$ cat src/common/state_pkg.sv
package state_pkg;

    // ----------------------------
    // Flow state
    // ----------------------------
    // 256 flows, one table entry each
    typedef logic [7:0] flow_id_t;

    typedef struct packed {
        logic [15:0] pkt_cnt;
        logic [23:0] byte_cnt;
    } flow_state_t;

    // ----------------------------
    // Update requests
    // ----------------------------
    typedef enum logic [1:0] {
        OP_INCR = 2'd0,
        OP_SET  = 2'd1,
        OP_READ = 2'd2
    } update_op_t;

    // Increment view, packet length in the low bits
    typedef struct packed {
        logic [23:0] pad;
        logic [15:0] len;
    } incr_arg_t;

    // Argument word, view picked by op
    typedef union packed {
        incr_arg_t   incr;
        flow_state_t set;
    } update_arg_u;

    typedef struct packed {
        flow_id_t    id;
        update_op_t  op;
        update_arg_u arg;
    } update_req_t;

    // Source tag for response steering
    typedef enum logic {
        SRC_DP   = 1'b0,
        SRC_CTRL = 1'b1
    } update_src_t;

    typedef struct packed {
        update_src_t src;
        flow_state_t state;
    } update_resp_t;

    // ----------------------------
    // Configuration
    // ----------------------------
    typedef enum logic [1:0] {
        CFG_CTRL   = 2'd0,
        CFG_STATUS = 2'd1
    } cfg_addr_t;

    typedef struct packed {
        cfg_addr_t  addr;
        logic       wr;
        logic [7:0] wdata;
    } cfg_req_t;

    // CFG_CTRL bit positions
    localparam int CTRL_EN_BIT  = 0;
    localparam int CTRL_SAT_BIT = 1;
    localparam int CTRL_INIT_BIT = 2;
    // CFG_STATUS bit positions
    localparam int STATUS_INIT_DONE_BIT = 0;

endpackage

$ cat src/hw/state_cfg_regs.sv
`timescale 1ns/1ns

module state_cfg_regs (
    input  logic                clk,
    input  logic                srst,
    // Four-phase config port
    input  logic                cfg_req,
    input  state_pkg::cfg_req_t cfg_data,
    output logic                cfg_ack,
    output logic [7:0]          cfg_rdata,
    // Core steering
    input  logic                init_done,
    output logic                en,
    output logic                sat_en,
    output logic                init_start
);

    logic       access;
    logic       ctrl_wr;
    logic [7:0] rd_word;

    // First cycle of a request, ack not yet raised
    assign access  = cfg_req && !cfg_ack;
    assign ctrl_wr = access && cfg_data.wr && (cfg_data.addr == state_pkg::CFG_CTRL);

    // ----------------------------
    // Handshake and registers
    // ----------------------------
    always_ff @(posedge clk) begin
        if (srst) begin
            cfg_ack    <= 1'b0;
            en         <= 1'b0;
            sat_en     <= 1'b0;
            init_start <= 1'b0;
        end else begin
            // Ack follows req by one cycle, both edges
            cfg_ack    <= cfg_req;
            // Init bit is write-one, one-cycle pulse
            init_start <= ctrl_wr && cfg_data.wdata[state_pkg::CTRL_INIT_BIT];
            if (ctrl_wr) begin
                en     <= cfg_data.wdata[state_pkg::CTRL_EN_BIT];
                sat_en <= cfg_data.wdata[state_pkg::CTRL_SAT_BIT];
            end
        end
    end

    // Readback mux, init bit always reads 0
    always_comb begin
        rd_word = '0;
        case (cfg_data.addr)
            state_pkg::CFG_CTRL: begin
                rd_word[state_pkg::CTRL_EN_BIT]  = en;
                rd_word[state_pkg::CTRL_SAT_BIT] = sat_en;
            end
            state_pkg::CFG_STATUS: rd_word[state_pkg::STATUS_INIT_DONE_BIT] = init_done;
            default: rd_word = '0;
        endcase
    end

    // Captured with the access, valid while ack is high
    always_ff @(posedge clk) begin
        if (access) cfg_rdata <= rd_word;
    end

endmodule

$ cat config.mk
export PLATFORM = sky130hd
export DESIGN_NAME = state_cfg_regs
export DESIGN_NICKNAME = d
export VERILOG_FILES = /design/src/common/state_pkg.sv /design/src/hw/state_cfg_regs.sv
export SDC_FILE = /design/constraint.sdc
export NUM_CORES = 1
export LEC_CHECK = 0
export ABC_CLOCK_PERIOD_IN_PS = 1080
export BUFFER_PORTS_ARGS = -buffer_cell sky130_fd_sc_hd__buf_4
export CORE_AREA = 5 5 42 44
export DETAILED_ROUTE_END_ITERATION = 12
export DIE_AREA = 0 0 47 49
export PLACE_DENSITY = 0.54
export SLEW_MARGIN = 15
export SYNTH_ARGS = -nofsm -noshare
export SYNTH_HDL_FRONTEND = slang
export SYNTH_SLANG_ARGS = --single-unit
$ cat constraint.sdc
create_clock -name clk -period 1.08 [get_ports clk]
set_clock_uncertainty 0.05 [all_clocks]
set_input_delay 0.216 -clock clk [delete_from_list [all_inputs] [get_ports clk]]
set_output_delay 0.216 -clock clk [all_outputs]
set_load 0.01 [all_outputs]
Word-level counts from Yosys, hierarchy flattened
Cells that the tools add are included.
- eq/ne operators: 1
- multiplexer cells: 1
- reductions and logical operators: 6
- operators with widths (operator ; count):
    $logic_and 1x1->1 ; 4
    $eq 2x1->1 const B ; 1
    $logic_not 2->1 ; 1
    $pmux 1 s2 ; 1
    $logic_not 1->1 ; 1
- register bits: 6
- input port bits: 15
- word-level logic and storage cells: 14

Depth between registers and ports, before layout
- depth after elaboration: 5
- mapped depth: 3

Worst setup path before layout
No wires, ideal clock.
- kind: register to register
- start: reg cfg_ack
- end: reg en
- arrival: 0.827 ns
- data required time: 0.958 ns
- path slack: 0.131 ns
- cell stages (with the launch flop): 4
- path buffers: 0
- cells stage by stage: dfxtp_1 -> nor2b_4 -> and3_4 -> mux2i_1
- cells in the longest elaborated chain, start to end: 4
- ends and longest elaborated chain (item ; line ; source):
    start: declaration ; state_cfg_regs.sv:9 ; output logic cfg_ack,
    start signal: assignment ; state_cfg_regs.sv:37 ; cfg_ack <= cfg_req;
    $logic_not 1->1 ; state_cfg_regs.sv:23 ; assign access = cfg_req && !cfg_ack;
    $logic_and 1x1->1 ; state_cfg_regs.sv:23 ;
    named net access ; state_cfg_regs.sv:18 ; logic access;
    $logic_and 1x1->1 (2 in a row) ; state_cfg_regs.sv:24 ; assign ctrl_wr = access && cfg_data.wr && (cfg_data.addr == state_pkg::CFG_CTRL);
    end signal: assignment ; state_cfg_regs.sv:41 ; en <= cfg_data.wdata[state_pkg::CTRL_EN_BIT];
    end: declaration ; state_cfg_regs.sv:13 ; output logic en,
The timed path passes the listed nets, and every way through them passes these cells.
A chain may end at the register's enable or synchronous reset.

Worst setup path after layout
- start: reg cfg_ack
- end: out cfg_ack
No word-level cell between the ends.

==> flow_summary.yaml <==
placed_design:
  io_buffers: 15
  pre_cts_slack_ns: 0.0794
  gp_congestion: 0.619
  place_inst: 57
route:
  ant_nets: 0
  dr.pass1.iters: 3
  dr_total_vias: 210
  drt_wl_total_um: 607
  viasPerCell: 3.44
  drtIter0Drc: 3
  wire_per_inst_um: 9.95
  drc: 0
synth:
  synthTopCellsByArea: "dfxtp_1, edfxtp_1, buf_4, mux2i_1, nand2b_1"
  synth_area_um2: 298
  ys_seq_area_frac: 0.471
  yosys.cell_types.count: 12
  synthCells: 27
  yosys_register_bits: 6
  synthArstFlopShare: 0
  synth_most_common_cell: "buf_4"
  synth.avg_cell_area_um2: 11.0
  synth_ff_type: "dfxtp_1"
  yosys.area.top_type: "dfxtp_1"
  synth_enable_flop_cells: 2
  synth-warning-count: 0
  yosysTopAreaCellShare: 0.269
  yosys-top-cells-count: "buf_4, dfxtp_1, nand2b_1"
worst_hold_path:
  hold_path_startpoint: "srst"
  hold_path.class: "in -> reg"
clock_tree:
  clock_latency_ns: 0.24
  cts_buffers: 3
  cts_root_buffer: "clkbuf_4"
  cts_tree: "yes"
  postCtsSetupRepairBufs: 0
  postCtsHoldBufs: 0
  cts_sinks: 6
  clk_pin_slew_ns: 0.05
  cts_resized: 0
  cts.htree.levels: 1
  clockBufferDepth: 2
global_routing:
  grt_pass1_vias: 221
  overflow: 0
  grt.total_usage: 0.0592
  grt_max_degree: 7
  grt_pass1_wl_um: 869
  antenna_found_initial: 0
finish:
  fill_cells: 150
  ff_latch_area_um2: 140
  area_growth_syn_to_layout_pct: 44.5
  antenna_cells: 0
  multi_input_area_um2: 131
  drive_gt1_frac: 0.444
  final_cell_count_no_fill: 61
  fin_nets: 61
power_and_ir_drop:
  power.density_nw_per_um2: 1260
  p_leak_nw: 0.208
  ir_drop_v: 0.000294
status:
  status: "complete, no violations"
sta:
  holdWs_ns: 0.117
  setup_viol: 0
  fin_crit_ns: 1.02
  setup_ws_ns: 0.0603
  hold_viol_final: 0
  timing.final.crit_share: 0.944
  fin_setup_tns_ns: 0
  rsz0062_at_grt: "no"
  slew_viol_final: 0
  fmax_mhz: 981
floorplan:
  top_level_ports: 27
  start_util: 0.213
  row_count: 14
  die_area_um2: 2300
  die_x_um: 47
  chipHeight_um: 49
  fp.coreArea_um2: 1400
worst_setup_path:
  worstSetupStartpointType: "flip-flop"
  max_stage_delay_ns: 0.37
  r2r-start: "cfg_ack$_SDFF_PP0_"
  critPathArrivalTime_ns: 0.75
  startpoint: "cfg_ack$_SDFF_PP0_"
  cp_max_fo: 2
  crit_required_ns: 0.81
  path_cells: "buf_4"
  crit_buf_inv: 1
  worstSetupPathType: "reg -> out"
  cpLargestDelayFamily: "flip-flops"
  crit_slowest_cell: "dfxtp_1"
  end_kind: "output port"
run:
  maxCapViolCount: 0
## sequential cells by signal, indices dropped and copies added (netlist names)
name	flops
en	1
init_start	1
cfg_ack	1
cfg_rdata	2
sat_en	1
## worst paths after layout
check	cells after the start	end	slack, ns
max	1	cfg_ack	0.06
min	2	cfg_ack$_SDFF_PP0_	0.12
max reg2reg	3	en$_SDFFE_PP0P_	0.10
min reg2reg	2	sat_en$_SDFFE_PP0P_	0.44
## logic make-up (layout without fill, tap and decap cells)
group / count (synthesis) / count (layout) / share of synthesized area
other cells: 1 / 6 / 0.0126
buf+inv: 6 / 19 / 0.151
simple gates: 11 / 11 / 0.265
mux: 3 / 3 / 0.101
flops: 6 / 6 / 0.471
## per-layer routing
layer | GRT usage | routed length [um] | vias to the layer above
li1 | - | - | 110
met1 | 0.0639 | 239 | 86
met2 | 0.0679 | 299 | 14
met3 | 0.0148 | 68 | 0
met4 | 0.0968 | 0 | 0
met5 | 0 | 0 | -
## cells in the final DEF, fill, tap and decap left out, drive strengths merged
master	instances
buf	15
conb	6
nand2b	4
dfxtp	4
clkbuf	4
mux2i	3
nor2	2
edfxtp	2
nor2b	2
and3	1
and3b	1
and2	1
## worst register-to-register path, cell delays in order, from the launching register on
cell and delay, ns:
dfxtp_1 0.33, nor2b_4 0.14, and3_4 0.22, mux2i_1 0.18
## cell type report
| cell class | count | area share |
|---|---|---|
| Clock buffer | 4 | 0.0610 |
| Sequential cell | 6 | 0.326 |
| Tap cell | 16 | 0.0465 |
| Multi-Input combinational cell | 20 | 0.305 |
| Timing Repair Buffer | 15 | 0.262 |
## per-stage QoR
step,power [mW],cell area (um^2),util
6_report,0.541,430,0.307
5_1_grt,0.573,430,0.307
4_1_cts,0.560,430,0.307
3_5_place_dp,0.322,404,0.288
3_3_place_gp,0.322,404,0.288
2_1_floorplan,0.296,317,-
## where the power goes
part	switching [mW]	internal [mW]
logic	0.0307	0.0414
clock network	0.0831	0.140
registers	0.00393	0.242
total	0.118	0.423
Note: power is estimated with default switching activity, not from simulation.
