[src/common/state_pkg.sv]
package state_pkg;

    // ----------------------------
    // Flow state
    // ----------------------------
    // 256 flows, one table entry each
    typedef logic [7:0] flow_id_t;

    typedef struct packed {
        logic [15:0] pkt_cnt;
        logic [23:0] byte_cnt;
    } flow_state_t;

    // ----------------------------
    // Update requests
    // ----------------------------
    typedef enum logic [1:0] {
        OP_INCR = 2'd0,
        OP_SET  = 2'd1,
        OP_READ = 2'd2
    } update_op_t;

    // Increment view, packet length in the low bits
    typedef struct packed {
        logic [23:0] pad;
        logic [15:0] len;
    } incr_arg_t;

    // Argument word, view picked by op
    typedef union packed {
        incr_arg_t   incr;
        flow_state_t set;
    } update_arg_u;

    typedef struct packed {
        flow_id_t    id;
        update_op_t  op;
        update_arg_u arg;
    } update_req_t;

    // Source tag for response steering
    typedef enum logic {
        SRC_DP   = 1'b0,
        SRC_CTRL = 1'b1
    } update_src_t;

    typedef struct packed {
        update_src_t src;
        flow_state_t state;
    } update_resp_t;

    // ----------------------------
    // Configuration
    // ----------------------------
    typedef enum logic [1:0] {
        CFG_CTRL   = 2'd0,
        CFG_STATUS = 2'd1
    } cfg_addr_t;

    typedef struct packed {
        cfg_addr_t  addr;
        logic       wr;
        logic [7:0] wdata;
    } cfg_req_t;

    // CFG_CTRL bit positions
    localparam int CTRL_EN_BIT  = 0;
    localparam int CTRL_SAT_BIT = 1;
    localparam int CTRL_INIT_BIT = 2;
    // CFG_STATUS bit positions
    localparam int STATUS_INIT_DONE_BIT = 0;

endpackage

[src/hw/update_arbiter.sv]
`timescale 1ns/1ns

module update_arbiter #(
    parameter int STARVE_LIMIT = 4
)(
    input  logic                    clk,
    input  logic                    srst,
    // Datapath source
    input  logic                    dp_req,
    input  state_pkg::update_req_t  dp_req_data,
    output logic                    dp_rdy,
    output logic                    dp_ack,
    output state_pkg::flow_state_t  dp_state,
    // Control plane source
    input  logic                    ctrl_req,
    input  state_pkg::update_req_t  ctrl_req_data,
    output logic                    ctrl_rdy,
    output logic                    ctrl_ack,
    output state_pkg::flow_state_t  ctrl_state,
    // Merged request to core
    output logic                    arb_req,
    output state_pkg::update_req_t  arb_data,
    output state_pkg::update_src_t  arb_src,
    input  logic                    core_rdy,
    // Response from core
    input  logic                    resp_valid,
    input  state_pkg::update_resp_t resp
);

    localparam int CNT_W = $clog2(STARVE_LIMIT + 1);

    logic [CNT_W-1:0] starve_cnt;
    logic             ctrl_turn;

    // ----------------------------
    // Grant
    // ----------------------------
    // Datapath first, control once the guard trips
    assign ctrl_turn = ctrl_req && (!dp_req || (starve_cnt == CNT_W'(STARVE_LIMIT)));

    assign arb_req  = dp_req || ctrl_req;
    assign arb_data = ctrl_turn ? ctrl_req_data : dp_req_data;
    assign arb_src  = ctrl_turn ? state_pkg::SRC_CTRL : state_pkg::SRC_DP;

    assign dp_rdy   = core_rdy && !ctrl_turn;
    assign ctrl_rdy = core_rdy && ctrl_turn;

    // Datapath grants taken while control was waiting
    always_ff @(posedge clk) begin
        if (srst) begin
            starve_cnt <= '0;
        end else if (core_rdy && ctrl_turn) begin
            starve_cnt <= '0;
        end else if (core_rdy && dp_req && ctrl_req) begin
            // Stays below the limit, control wins at the limit
            starve_cnt <= starve_cnt + CNT_W'(1);
        end else if (!ctrl_req) begin
            starve_cnt <= '0;
        end
    end

    // ----------------------------
    // Response steering
    // ----------------------------
    assign dp_ack     = resp_valid && (resp.src == state_pkg::SRC_DP);
    assign ctrl_ack   = resp_valid && (resp.src == state_pkg::SRC_CTRL);
    // State shared, only the ack tells the owner
    assign dp_state   = resp.state;
    assign ctrl_state = resp.state;

endmodule

[config.mk]
export PLATFORM = sky130hd
export DESIGN_NAME = update_arbiter
export DESIGN_NICKNAME = d
export VERILOG_FILES = /design/src/common/state_pkg.sv /design/src/hw/update_arbiter.sv
export SDC_FILE = /design/constraint.sdc
export NUM_CORES = 1
export LEC_CHECK = 0
export ABC_AREA = 0
export BUFFER_PORTS_ARGS = -buffer_cell sky130_fd_sc_hd__buf_4
export CORE_AREA = 2 2 108 110
export DETAILED_ROUTE_END_ITERATION = 7
export DIE_AREA = 0 0 110 112
export SKIP_CTS_REPAIR_TIMING = 1
export SYNTH_ARGS = -nofsm -noshare
export SYNTH_HDL_FRONTEND = slang
export SYNTH_SLANG_ARGS = --single-unit
[constraint.sdc]
create_clock -name clk -period 1.95 [get_ports clk]
set_clock_uncertainty 0.05 [all_clocks]
set_input_delay 0.39 -clock clk [delete_from_list [all_inputs] [get_ports clk]]
set_output_delay 0.39 -clock clk [all_outputs]
set_load 0.1 [all_outputs]
# == Word-level counts from Yosys, hierarchy flattened ==
# Index checks and enable logic that the tools add are counted.
# Widths: inputs -> output; s select.
# word_totals
regBits,3
input_bits,147
# op_classes
addsub,1
eq_ne,2
n_mux,4
bitwise_logic,1
n_reduce_logical,12
# ops
operator,n
$mux 50,1
$logic_and 1x1->1,7
$mux 3,2
$add 3x1->3 const B,1
$eq 3x3->1 const B,1
$logic_not 1->1,2
$logic_or 1x1->1,2
$ne 2x1->1 const B,1
$reduce_or 2->1,1
$mux 1,1
$not 1->1,1

# == Depth between registers and ports, before layout ==
# logic_depth
ltp_word,5
ltp_mapped,8
mapped_depth_nobuf,6

# == Least setup slack after synthesis ==
# Ideal clock, no wire load.
# synth_path
kind,flip-flop to output port
startpoint,register starve_cnt[0]
endpoint,output dp_rdy
arrival_ns,2.980
required_ns,1.510
slack_ns,-1.470
path_stages_with_launch,9
n_path_buf,2
path_cell_list,dfxtp_1 -> inv_1 -> ha_1 -> a21boi_4 -> nand2b_4 -> buf_12 -> buf_12 -> inv_1 -> nor2_1
# synth_via
elab_chain_len,5
# synth_lines
item,line,source
"start, declared",update_arbiter.sv:32,logic [CNT_W-1:0] starve_cnt;
"start signal, assigned",update_arbiter.sv:56,starve_cnt <= starve_cnt + CNT_W'(1);
$eq 3x3->1,update_arbiter.sv:39,assign ctrl_turn = ctrl_req && (!dp_req || (starve_cnt == CNT_W'(STARVE_LIMIT)));
$logic_or 1x1->1,update_arbiter.sv:39,
$logic_and 1x1->1,update_arbiter.sv:39,
$logic_not 1->1,update_arbiter.sv:45,assign dp_rdy = core_rdy && !ctrl_turn;
$logic_and 1x1->1,update_arbiter.sv:45,
"end, declared",update_arbiter.sv:11,"output logic dp_rdy,"
# No other way between the ends.

==> results.toml <==
[die]
die_y_um = 112
initial_utilization = 0.151
core_mm2 = 0.0112
pin_count = 283
die_w_um = 110
die_area_mm2 = 0.0123
fp-row-count = 39

[sta]
rsz0062_at_grt = "true"
fin_crit_sh = 1.21
hold_viol_final = 0
relSlewSlack = 0.815
finalSetupViolCount = 53
slew_violations = 0
final.setup.worst_slack_ns = -0.406
timing.fmax_ghz = 0.424
tightest_slew_ns = 0.280
post-route-min-period_ns = 2.36
whs_ns = 0.416

[global_routing]
grt_max_degree = 27
grt_pass1_vias = 1365
antenna_found_initial = 0
grt.overflow.total = 0
grt_pass1_wl_um = 6590
grt_use_total = 0.0692

[worst_setup_path]
required_ns = 1.51
rr_startpoint = "starve_cnt[1]"
cp.arrival_ns = 1.92
path_class = "flop to primary output"
cp-end-kind = "primary output"
cp-start-kind = "flop"
cpPeakStageDelay_ns = 0.34
regToRegSetupSlack_ns = 0.64
worstPathMaxFanout = 7
path_cells = "inv_2, ha_4, a21boi_4, nand2b_4, clkbuf_16, mux2_4, buf_12"
cpMaxStageDelayCell = "dfxtp_2"
reg2reg_depth = 7
rr_endpoint = "starve_cnt[0]"
worstSetupStartpoint = "starve_cnt[1]"
endpoint = "arb_data[33]"

[detailed_routing]
route.antenna.remaining_nets = 0
wl_um = 6180
vias_per_cell = 3.60
wl_per_cell_um = 15.4
drc = 0
drt_iter0_markers = 50
dr.pass1.iters = 2
vias = 1449

[cells_and_area]
final_common_cell = "buf_4"
fill_cells = 1131
layout_common_cells = "115 x buf_4, 49 x mux2_4, 40 x buf_12"
diodes = 0
area_delta_synth_final_pct = 92.3
largest_reg_flops = 3
regMostFlops = "starve_cnt"
layout-drive-gt1-share = 0.938
fin_nets = 409
reg_top3 = "starve_cnt (3)"

[logic_synthesis]
yosys_warnings = 0
syn_area_mm2 = 0.00168
synth_cells = 163
syn-num-nets = 312
yosysUniqueCellTypes = 20
ys_seq_elements = 3
synth_area_per_cell_um2 = 10.3
yosysSeqAreaShare = 0.0357

[placed_design]
dp_hpwl_um = 4600
place_congestion = 0.662
port_buffers = 162

[clocking]
cts_tree = "yes"
htreeDepth = 1
clockBufferDepth = 2
cts_root_buffer = "clkbuf_16"
cts_buffers = 3
clk_pin_slew_ns = 0.03
clock_latency_ns = 0.22
clock-sinks = 3

[run]
maxCapViolCount = 0

[worst_hold_path]
hold_class = "input pin to flop"

[pwr]
peakVddDrop_uv = 449
switchingPower_mw = 0.897
leakage_nw = 1.67
combPwrFrac = 0.784
p_seq_frac = 0.035
p_int_mw = 0.919
power_mw = 1.82
clkPwrFrac = 0.181
switching_share = 0.494
p_per_area_mw_per_mm2 = 561

[status]
violations = "setup timing"
status = "complete, but fails checks"
==> per-stage QoR <==
stage	setup slack, ns	instance area (um2)	setup TNS, ns	instances	util
2_1_floorplan	-0.659	1710	-0.915	163	-
3_3_place_gp	-0.149	2470	-4.76	390	0.221
3_5_place_dp	-0.176	2470	-5.98	390	0.221
4_1_cts	-0.425	2550	-18.72	394	0.228
5_1_grt	-0.471	3240	-23.12	402	0.290
6_report	-0.406	3240	-19.68	402	0.290
==> worst min path at each step <==
stage                        startpoint            end  slack, ns  depth (start not counted)
final                          core_rdy  starve_cnt[1]       0.42                          3
after global routing           core_rdy  starve_cnt[0]       0.43                          3
after CTS                      core_rdy  starve_cnt[1]       0.42                          3
after detailed placement  starve_cnt[1]  starve_cnt[1]       0.43                          2
after global placement    starve_cnt[1]  starve_cnt[1]       0.41                          2
after floorplan           starve_cnt[1]  starve_cnt[1]       0.40                          2
==> power by group through the flow <==
stage	combinational [mW]	sequential, mW	clock, mW
6_report	1.42	0.0633	0.328
3_5_place_dp	1.18	0.0641	0
5_1_grt	1.46	0.0634	0.337
2_1_floorplan	1.65	0.0641	0
4_1_cts	1.18	0.0633	0.331
3_3_place_gp	1.17	0.0640	0
==> final cells by class <==
cell class | count | area (um2) | area share
clock buffers | 4 | 78.8 | 0.0244
inverters | 4 | 18.8 | 0.00580
multi-input cells | 71 | 930 | 0.287
flip-flops and latches | 3 | 62.6 | 0.0193
well taps | 143 | 179 | 0.0553
repair buffers | 177 | 1970 | 0.608
==> per-layer routing <==
layer | track usage | wire, um | up-vias
met4 | 0.0169 | 84 | 0
met1 | 0.0627 | 1940 | 665
met2 | 0.141 | 3370 | 118
met5 | 0 | 0 | -
li1 | - | - | 656
met3 | 0.0234 | 782 | 10
==> kinds of logic after synthesis <==
| family | after synthesis | synth area share |
|---|---|---|
| buffers and inverters | 90 | 0.437 |
| AO/OA/AOI/OAI | 5 | 0.0230 |
| AND/OR/NAND/NOR | 13 | 0.0476 |
| multiplexers | 50 | 0.442 |
| adder cells (fa/ha/maj) | 2 | 0.0149 |
| flip-flops | 3 | 0.0357 |
==> synth_stat cells <==
cell       n  share of area
buf_4     80           0.36
mux2_4    48           0.43
buf_12     6          0.071
inv_1      4         0.0089
a21oi_1    3         0.0089
dfxtp_1    3          0.036
ha_1       2          0.015
mux2_2     2          0.013
nand2_1    2         0.0045
nand3_1    2         0.0059
nor2_1     2         0.0045
a21boi_4   1          0.011
and2_1     1         0.0037
nand2b_1   1         0.0037
nand2b_4   1         0.0082
nand4b_1   1         0.0052
nor2b_1    1         0.0037
nor3b_1    1         0.0045
o21ai_0    1         0.0030
or2_2      1         0.0037
==> worst max-delay path: cells and delay by family, from the launching register on <==
kind | cells | cell delay [ns]
DFF | 1 | 0.34
AOI/OAI and AO/OA | 1 | 0.19
and+or+nand+nor | 1 | 0.25
adders and majority gates | 1 | 0.17
buffers and inverters | 3 | 0.42
muxes | 1 | 0.32
Power figures use the tool's default switching activity.
