### config.mk
export PLATFORM = sky130hd
export DESIGN_NAME = state_vector_core
export DESIGN_NICKNAME = d
export VERILOG_FILES = /design/src/common/state_pkg.sv /design/src/state_vector_core/state_vector_core.sv
export SDC_FILE = /design/constraint.sdc
export NUM_CORES = 1
export LEC_CHECK = 0
export BUFFER_PORTS_ARGS = -buffer_cell sky130_fd_sc_hd__buf_2
export CELL_PAD_IN_SITES_DETAIL_PLACEMENT = 1
export CELL_PAD_IN_SITES_GLOBAL_PLACEMENT = 1
export CORE_ASPECT_RATIO = 0.6
export CORE_MARGIN = 2
export CORE_UTILIZATION = 40
export CTS_CLUSTER_DIAMETER = 50
export CTS_CLUSTER_SIZE = 10
export DETAILED_ROUTE_END_ITERATION = 8
export GPL_TIMING_DRIVEN = 0
export PLACE_DENSITY = 0.89
export SYNTH_ARGS = -nofsm -noshare
export SYNTH_HDL_FRONTEND = slang
export SYNTH_SLANG_ARGS = --single-unit
### constraint.sdc
create_clock -name clk -period 11.6 [get_ports clk]
set_input_delay 2.32 -clock clk [delete_from_list [all_inputs] [get_ports clk]]
set_output_delay 2.32 -clock clk [all_outputs]
set_load 0.05 [all_outputs]
### src/common/state_pkg.sv
package state_pkg;

    // ----------------------------
    // Flow state
    // ----------------------------
    // 256 flows, one table entry each
    typedef logic [7:0] flow_id_t;

    typedef struct packed {
        logic [15:0] pkt_cnt;
        logic [23:0] byte_cnt;
    } flow_state_t;

    // ----------------------------
    // Update requests
    // ----------------------------
    typedef enum logic [1:0] {
        OP_INCR = 2'd0,
        OP_SET  = 2'd1,
        OP_READ = 2'd2
    } update_op_t;

    // Increment view, packet length in the low bits
    typedef struct packed {
        logic [23:0] pad;
        logic [15:0] len;
    } incr_arg_t;

    // Argument word, view picked by op
    typedef union packed {
        incr_arg_t   incr;
        flow_state_t set;
    } update_arg_u;

    typedef struct packed {
        flow_id_t    id;
        update_op_t  op;
        update_arg_u arg;
    } update_req_t;

    // Source tag for response steering
    typedef enum logic {
        SRC_DP   = 1'b0,
        SRC_CTRL = 1'b1
    } update_src_t;

    typedef struct packed {
        update_src_t src;
        flow_state_t state;
    } update_resp_t;

    // ----------------------------
    // Configuration
    // ----------------------------
    typedef enum logic [1:0] {
        CFG_CTRL   = 2'd0,
        CFG_STATUS = 2'd1
    } cfg_addr_t;

    typedef struct packed {
        cfg_addr_t  addr;
        logic       wr;
        logic [7:0] wdata;
    } cfg_req_t;

    // CFG_CTRL bit positions
    localparam int CTRL_EN_BIT  = 0;
    localparam int CTRL_SAT_BIT = 1;
    localparam int CTRL_INIT_BIT = 2;
    // CFG_STATUS bit positions
    localparam int STATUS_INIT_DONE_BIT = 0;

endpackage

### src/state_vector_core/state_vector_core.sv
`timescale 1ns/1ns

module state_vector_core (
    input  logic                    clk,
    input  logic                    srst,
    // Steering from config block and table
    input  logic                    en,
    input  logic                    sat_en,
    input  logic                    init_done,
    // Merged request from arbiter
    input  logic                    arb_req,
    input  state_pkg::update_req_t  arb_data,
    input  state_pkg::update_src_t  arb_src,
    output logic                    core_rdy,
    // Response, two cycles after acceptance
    output logic                    resp_valid,
    output state_pkg::update_resp_t resp,
    // Table read
    output state_pkg::flow_id_t     rd_id,
    input  state_pkg::flow_state_t  rd_state,
    // Table write
    output logic                    wr_en,
    output state_pkg::flow_id_t     wr_id,
    output state_pkg::flow_state_t  wr_state
);

    // Context carried from acceptance to the update stage
    typedef struct packed {
        state_pkg::flow_id_t    id;
        state_pkg::update_op_t  op;
        state_pkg::update_arg_u arg;
        state_pkg::update_src_t src;
        logic                   back_to_back;
    } rmw_ctxt_t;

    logic      accept;
    rmw_ctxt_t ctxt_in;
    rmw_ctxt_t ctxt_q;
    logic      s1_valid;

    state_pkg::flow_state_t prev_state;
    state_pkg::flow_state_t next_state;
    state_pkg::flow_state_t fwd_state;

    logic [16:0] pkt_sum;
    logic [24:0] byte_sum;

    // ----------------------------
    // Acceptance
    // ----------------------------
    // No back-pressure stage, only enable and init gate
    assign core_rdy = en && init_done;
    assign accept   = arb_req && core_rdy;

    // Table read goes out in the acceptance cycle
    assign rd_id = arb_data.id;

    assign ctxt_in.id  = arb_data.id;
    assign ctxt_in.op  = arb_data.op;
    assign ctxt_in.arg = arb_data.arg;
    assign ctxt_in.src = arb_src;
    // Same ID as the one in the update stage right now
    assign ctxt_in.back_to_back = s1_valid && (arb_data.id == ctxt_q.id);

    always_ff @(posedge clk) begin
        if (srst) s1_valid <= 1'b0;
        else      s1_valid <= accept;
    end

    always_ff @(posedge clk) begin
        if (accept) ctxt_q <= ctxt_in;
    end

    // ----------------------------
    // Update stage
    // ----------------------------
    // Table missed the pending write, take the forwarded state
    assign prev_state = ctxt_q.back_to_back ? fwd_state : rd_state;

    always_comb begin
        pkt_sum    = {1'b0, prev_state.pkt_cnt} + 17'd1;
        byte_sum   = {1'b0, prev_state.byte_cnt} + {9'd0, ctxt_q.arg.incr.len};
        next_state = prev_state;
        case (ctxt_q.op)
            state_pkg::OP_INCR: begin
                // Clamp on carry out when saturating, else wrap
                next_state.pkt_cnt  = (sat_en && pkt_sum[16]) ? '1 : pkt_sum[15:0];
                next_state.byte_cnt = (sat_en && byte_sum[24]) ? '1 : byte_sum[23:0];
            end
            state_pkg::OP_SET: next_state = ctxt_q.arg.set;
            // Read leaves the entry alone
            default: next_state = prev_state;
        endcase
    end

    // Forward for a same-ID request accepted this cycle
    always_ff @(posedge clk) begin
        if (s1_valid) fwd_state <= next_state;
    end

    // ----------------------------
    // Write back and response
    // ----------------------------
    always_ff @(posedge clk) begin
        if (srst) begin
            wr_en      <= 1'b0;
            resp_valid <= 1'b0;
        end else begin
            wr_en      <= s1_valid;
            resp_valid <= s1_valid;
        end
    end

    // Response carries the state before the update
    always_ff @(posedge clk) begin
        wr_id      <= ctxt_q.id;
        wr_state   <= next_state;
        resp.src   <= ctxt_q.src;
        resp.state <= prev_state;
    end

endmodule

## Yosys cells after proc, flatten, opt, wreduce, memory -nomap -nowiden

Cells that the tools add are included.

| word-level totals | value |
|---|---|
| flip-flop bits (word level) | 183 |
| input port bits | 97 |
| output and inout bits | 100 |

| operators by class | value |
|---|---|
| add/sub/neg operators | 2 |
| equal/unequal tests | 2 |
| mux-type cells | 4 |
| reductions and logical operators | 6 |

Operators with widths:

| operator | count |
|---|---|
| case mux 40 bit (2 select lines) | 1 |
| two-way mux 40 bit | 1 |
| adder 24 x 16 -> 25 bit | 1 |
| two-way mux 24 bit | 1 |
| adder 16 x 1 -> 17 bit, second input constant | 1 |
| two-way mux 16 bit | 1 |
| == test 8 bit | 1 |
| logical AND 1 bit | 5 |
| == test 2 x 1 -> 1 bit, second input constant | 1 |
| zero test 2 bit | 1 |

## Logic depth before layout (Yosys ltp)

Gate-level depths: netlist (run 1).

| depth | value |
|---|---|
| depth after elaboration | 5 |
| mapped depth | 16 |

## Least setup slack after synthesis (run 1)

Ideal clock, no wire load.

| timing | value |
|---|---|
| kind | input to register |
| from | input rd_state[0] in the netlist's numbering |
| to | register fwd_state[21] in the netlist's numbering (data pin) |
| setup time | 0.262 ns |
| arrival | 4.896 ns |
| slack | 6.442 ns |
| stages | 11 |
| cells stage by stage | mux2_2 ha_1 fa_1 a211oi_2 o21ai_1 a21boi_1 o21ai_1 o31a_1 buf_2 or3_1 o221a_1 |

RTL lines:

| what | RTL line | text |
|---|---|---|
| start, declared | state_vector_core.sv:20 | `input state_pkg::flow_state_t rd_state,` |
| end signal, assigned | state_vector_core.sv:98 | `if (s1_valid) fwd_state <= next_state;` |
| end, declared | state_vector_core.sv:43 | `state_pkg::flow_state_t fwd_state;` |

==> results of run 1 <==
-- metrics by stage --
| stage | area, µm² | utilization | cells |
|---|---|---|---|
| floorplan | 7400 | - | 580 |
| global placement | 8680 | 0.479 | 1016 |
| detailed placement | 8730 | 0.482 | 1018 |
| CTS | 9320 | 0.515 | 1050 |
| global route | 9320 | 0.515 | 1050 |
| finish | 9330 | 0.515 | 1051 |
-- sequential cells by signal, indices dropped and copies added (netlist names) --
register   count
ctxt_q        52
resp          41
fwd_state     40
wr_state      40
wr_id          8
s1_valid       1
wr_en          1
-- how the worst min path moves through the flow --
stage	depth (start not counted)	slack, ns	start	to
2_1_floorplan	0	0.32	ctxt_q[1]	resp[40]
3_3_place_gp	0	0.33	ctxt_q[1]	resp[40]
3_5_place_dp	0	0.35	ctxt_q[1]	resp[40]
4_1_cts	0	0.37	ctxt_q[1]	resp[40]
5_1_grt	0	0.37	ctxt_q[1]	resp[40]
6_report	0	0.36	ctxt_q[1]	resp[40]
-- kinds of logic (layout without fill, tap and decap cells) --
logic type,count (synthesis),in the layout,share of synthesized area
AO/OA/AOI/OAI,165,165,0.154
XOR/XNOR,22,22,0.0260
adder cells (fa/ha/maj),18,18,0.0314
buffers and inverters,46,276,0.0319
flip-flops,183,183,0.619
multiplexers,39,39,0.0614
other,0,1,0
AND/OR/NAND/NOR,107,107,0.0757
-- metal layers --
metal  GRT usage  share of wire  vias up
li1            -              -     2620
met1       0.318           0.47     2882
met2       0.360           0.44      257
met3      0.0762          0.077       24
met4      0.0703          0.012        4
met5           0         0.0012        -
-- area by class of cell --
| class | count | area, µm² |
|---|---|---|
| Antenna cell | 1 | 2.50 |
| Buffer | 31 | 180 |
| Clock buffer | 18 | 429 |
| Clock inverter | 14 | 168 |
| Fill cell | 1970 | 8790 |
| Inverter | 15 | 56.3 |
| Multi-Input combinational cell | 351 | 2580 |
| Sequential cell | 183 | 4590 |
| Tap cell | 240 | 300 |
| Timing Repair Buffer | 198 | 1020 |
-- synth_stat cells, types with 2 or more instances --
master | n | area share
edfxtp_1 | 92 | 0.37
dfxtp_1 | 91 | 0.25
a21oi_1 | 42 | 0.028
nor2_1 | 30 | 0.015
mux2_2 | 28 | 0.043
nand2_1 | 22 | 0.011
o22ai_1 | 19 | 0.016
ha_1 | 17 | 0.029
clkbuf_1 | 16 | 0.0081
o21ai_0 | 15 | 0.010
inv_1 | 14 | 0.0071
xor2_1 | 14 | 0.017
o21ai_1 | 12 | 0.0081
o22a_1 | 10 | 0.012
buf_4 | 9 | 0.0091
nand3_1 | 9 | 0.0061
a21o_1 | 8 | 0.0081
a2bb2oi_1 | 8 | 0.0095
nor3_1 | 8 | 0.0054
xnor2_1 | 8 | 0.0095
and3_1 | 6 | 0.0051
o21a_1 | 6 | 0.0061
a211oi_1 | 5 | 0.0051
and2_1 | 5 | 0.0042
mux2_4 | 5 | 0.010
mux2i_1 | 5 | 0.0068
o211ai_1 | 5 | 0.0051
nand4_1 | 4 | 0.0034
nor2b_1 | 4 | 0.0034
nor4_1 | 4 | 0.0034
a31oi_1 | 3 | 0.0025
buf_2 | 3 | 0.0020
a2111oi_0 | 2 | 0.0024
a211o_1 | 2 | 0.0024
a21oi_2 | 2 | 0.0024
a221oi_1 | 2 | 0.0024
a41oi_1 | 2 | 0.0024
and4_1 | 2 | 0.0024
and4b_1 | 2 | 0.0027
buf_6 | 2 | 0.0030
nand3_2 | 2 | 0.0027
o21bai_1 | 2 | 0.0020
o32ai_1 | 2 | 0.0024
or3_1 | 2 | 0.0017
-- power breakdown --
part	total [mW]	leakage [nW]	switching [mW]	internal, mW
registers	0.728	1.61	0.0121	0.716
logic	0.256	1.91	0.181	0.0751
clock network	0.602	0.299	0.261	0.341
total	1.59	3.82	0.454	1.13
==> impl_metrics.csv, run 1 <==
group,metric,value,unit
status,status,"complete, no violations",
worst_setup_path,cp_top_family,"compound AO/OA/AOI/OAI gates",
timing,tightest_slew,0.786,ns
global_route,antenna_found_initial,3,
detailed_routing,drtPass1Iterations,5,
yosys,synth_seq_area_share,0.619,
worst_setup_path,cp-startpoint,"rd_state[0]",
timing,min_period,5.30,ns
global_route,grt.overflow.total,0,
global_route,grt_pass1_vias,6002,
timing,relSlewSlack,0.476,
worst_setup_path,reg2reg_depth,15,
timing,fin_tns_setup,0,ns
yosys,synth_ff_type,"edfxtp_1",
finish,most-common-layout-cells,"buf_2 (199), edfxtp_1 (92), dfxtp_1 (90), a21oi_1 (42), nor2_1 (30)",
clock_tree,cts_setup_buffers,0,
floorplan,initial_core_util,0.409,
clock_tree,htreeDepth,4,
yosys,syn_nets,695,
detailed_routing,drcViolationCount,0,
placed_design,gp_congestion,0.843,
floorplan,die_w,180,µm
yosys,yosysWarningCount,0,
global_route,grtUsageTotal,0.234,
detailed_routing,via_per_inst,5.51,
placed_design,post-place-ws,5.92,ns
detailed_routing,antenna_left,0,
timing,finalHoldViolCount,0,
yosys,synthCells,580,
finish,final_nets,912,
power,p_per_area,170,nW/µm²
clock_tree,cts_made_buffers,17,
worst_setup_path,crit_type,"primary input to register",
detailed_routing,wl_per_cell,21.7,µm
timing,slew_viol_final,0,
timing,setup_violations,0,
timing,max_freq,189,MHz
clock_tree,cts_tree,"done",
worst_setup_path,r2r-end,"fwd_state[21]",
clock_tree,cts_resized,0,
yosys,synth_edf_count,92,
worst_setup_path,cp_slowest_cell,"fa_1",
clock_tree,clockBufferDepth,2,
yosys,syn_area,7400,µm²
run,cap_violations,0,
yosys,avgSynthCellArea,12.8,µm²
timing,worst_slack,6.30,ns
clock_tree,clk_pin_slew_worst_paths,0.07,ns
worst_setup_path,arrival,5.49,ns
floorplan,row_count,38,
power,power,1.59,mW
detailed_routing,drt_iter0_drc,365,
timing,hold_slack,0.360,ns
clock_tree,clock-root-buffer,"clkbuf_16",
timing,skew,0.00769,ns
timing,rsz0062_at_grt,"no",
global_route,grt_max_degree,30,
finish,drive_above_1_share,0.369,
global_route,grt_pass1_wl,34.5,mm
yosys,synthArstFlopShare,0,
floorplan,die_h,109,µm
floorplan,ios,197,
worst_setup_path,start_kind,"primary input",
worst_setup_path,worstPathRequired,11.79,ns
clock_tree,clock_sink_count,183,
finish,areaGrowthSynthToFinish,26.0,%
floorplan,coreArea,18100,µm²
worst_setup_path,r2r_start,"ctxt_q[0]",
hold_path,hp-class,"register to register",
yosys,synth.distinct_cells,73,
worst_setup_path,cp_cell_sequence,"buf_2, mux2_2, ha_1, fa_1, a211oi_2, o21ai_1, a21boi_1, o21ai_1, o31a_1, buf_2, or3_1, o221a_1",
detailed_routing,wl,22.8,mm
clock_tree,cts_hold_buf,0,
placed_design,dp_hpwl,16.7,mm
worst_setup_path,path_depth,12,
worst_setup_path,setup.worst_path.end,"fwd_state[21]",
worst_setup_path,crit_path_end_kind,"register",
detailed_routing,routed-via-count,5787,
finish,final_common_cell,"buf_2",
placed_design,portBuffers,196,
floorplan,dieArea,19600,µm²
power,p_leak,3.82,nW
worst_setup_path,reg2reg_slack,6.44,ns
clock_tree,clk_latency,0.44,ns
power,ir_drop,0.0974,mV
worst_setup_path,crit_buf_inv,2,
timing,fin_crit_sh,0.457,
yosys,ys_ff_latch,183,
worst_setup_path,crit_fanout,9,
worst_setup_path,cpPeakStageDelay,0.44,ns
Power figures use the tool's default switching activity.
==> run 2: changes to the inputs <==
clock period = 4.9 ns   (was 11.6 ns; I/O delays follow)
==> impl_metrics.csv, run 2 (synthesized netlist as in run 1, its figures left out) <==
group,metric,value,unit
timing,max_freq,218,MHz
placed_design,portBuffers,196,
detailed_routing,via_per_inst,5.54,
global_route,grt_pass1_vias,5983,
floorplan,initial_core_util,0.409,
detailed_routing,antenna_left,0,
status,status,"complete, no violations",
finish,final_nets,911,
worst_setup_path,crit_buf_inv,5,
finish,largest_reg_flops,52,
timing,slew_viol_final,0,
clock_tree,htreeDepth,4,
placed_design,place_area,8730,µm²
finish,final_common_cell,"buf_2",
hold_path,hp-class,"register to register",
finish,nFillCells,1970,
power,p_switching,1.07,mW
floorplan,row_count,38,
floorplan,ios,197,
worst_setup_path,cp_top_family,"compound AO/OA/AOI/OAI gates",
timing,worst_slack,0.309,ns
finish,drive_above_1_share,0.370,
finish,seqCellArea,4590,µm²
worst_setup_path,cpPeakStageDelay,0.47,ns
timing,finalHoldViolCount,0,
floorplan,die_w,180,µm
finish,largestRegisters,"ctxt_q x52, resp x41",
finish,largest_register,"ctxt_q",
power,p_leak,3.82,nW
worst_setup_path,crit_type,"register to register",
clock_tree,cts_hold_buf,0,
worst_setup_path,cp_slowest_cell,"edfxtp_1",
clock_tree,cts_tree,"done",
timing,tightest_slew,0.770,ns
global_route,grtUsageTotal,0.233,
timing,rsz0062_at_grt,"no",
placed_design,post-place-ws,-0.182,ns
global_route,grt_max_degree,30,
detailed_routing,drcViolationCount,0,
floorplan,die_h,109,µm
timing,fin_tns_setup,0,ns
detailed_routing,wl,22.7,mm
finish,layout.core_utilization,0.515,
clock_tree,clk_pin_slew_worst_paths,0.07,ns
finish,multi_input_area,2580,µm²
worst_setup_path,cp_cell_sequence,"buf_6, buf_8, buf_6, buf_2, mux2_2, ha_1, o21a_1, o21a_1, a21boi_1, o21ai_1, o31a_1, buf_2, or3_1, o221a_1",
floorplan,coreArea,18100,µm²
finish,final_area,9320,µm²
finish,areaGrowthSynthToFinish,25.9,%
placed_design,dp_hpwl,16.7,mm
clock_tree,clockBufferDepth,2,
power,p_per_area,403,nW/µm²
worst_setup_path,start_kind,"register",
placed_design,gp_congestion,0.843,
worst_setup_path,arrival,4.78,ns
detailed_routing,wl_per_cell,21.6,µm
clock_tree,clock-root-buffer,"clkbuf_16",
power,switching_share,0.286,
worst_setup_path,worstPathRequired,5.08,ns
clock_tree,clock_sink_count,183,
power,comb_power_share,0.161,
timing,setup_violations,0,
timing,skew,0.00699,ns
global_route,antenna_found_initial,3,
detailed_routing,drt_iter0_drc,327,
power,ir_drop,0.230,mV
floorplan,dieArea,19600,µm²
run,cap_violations,0,
power,power,3.75,mW
global_route,grt.overflow.total,0,
detailed_routing,routed-via-count,5815,
detailed_routing,drtPass1Iterations,4,
power,clkPwrFrac,0.379,
power,power_frac_seq,0.459,
timing,min_period,4.59,ns
power,p_int,2.68,mW
global_route,grt_pass1_wl,34.4,mm
timing,relSlewSlack,0.487,
finish,most-common-layout-cells,"buf_2 (199), edfxtp_1 (92), dfxtp_1 (90), a21oi_1 (42), nor2_1 (30)",
clock_tree,clk_latency,0.44,ns
worst_setup_path,crit_path_end_kind,"register",
worst_setup_path,crit_fanout,19,
clock_tree,cts_made_buffers,17,
timing,fin_crit_sh,0.937,
-- run 2: changes by cell type in the layout (fill, tap and decap cells not counted) --
cell      previous run  this run
clkbuf_1            17        16
-- run 2: final timing paths --
| kind | startpoint | to | slack (ns) | cells past startpoint |
|---|---|---|---|---|
| max reg2reg | ctxt_q[0] | fwd_state[21] | 0.31 | 14 |
| min reg2reg | ctxt_q[1] | resp[40] | 0.36 | 0 |
| min | ctxt_q[1] | resp[40] | 0.36 | 0 |
| max | ctxt_q[0] | fwd_state[21] | 0.31 | 14 |
-- run 2: layer usage --
metal,global-route usage,vias up,part of all wire
li1,-,2622,-
met1,0.319,2919,0.48
met2,0.359,245,0.44
met3,0.0732,25,0.072
met4,0.0679,4,0.010
met5,0,-,0.0012
-- run 2: metrics by stage --
stage	std cells	hold WS, ns
3_5_place_dp	1018	0.349
3_3_place_gp	1016	0.326
2_1_floorplan	580	0.323
4_1_cts	1049	0.365
5_1_grt	1049	0.374
6_report	1050	0.360
-- run 2: layout make-up --
class / instances / share of cell area
Multi-Input combinational cell: 351 / 0.277
Tap cell: 240 / 0.0322
Clock buffer: 18 / 0.0460
Sequential cell: 183 / 0.492
Clock inverter: 14 / 0.0180
Inverter: 15 / 0.00604
Timing Repair Buffer: 198 / 0.110
Buffer: 30 / 0.0189
Antenna cell: 1 / 0.000268
-- run 2: power by group through the flow --
| stage | registers (mW) | logic (mW) | clock network [mW] |
|---|---|---|---|
| floorplan | 1.94 | 0.227 | 0 |
| global placement | 1.76 | 0.579 | 0 |
| detailed placement | 1.76 | 0.598 | 0 |
| CTS | 1.72 | 0.603 | 1.45 |
| global route | 1.73 | 0.642 | 1.51 |
| finish | 1.72 | 0.606 | 1.42 |
-- run 2: what timing repair did --
action / CTS / global route
endpoints found under the setup margin: 22 / 0
setup buffers: 0 / 0
resized for setup: 0 / 0
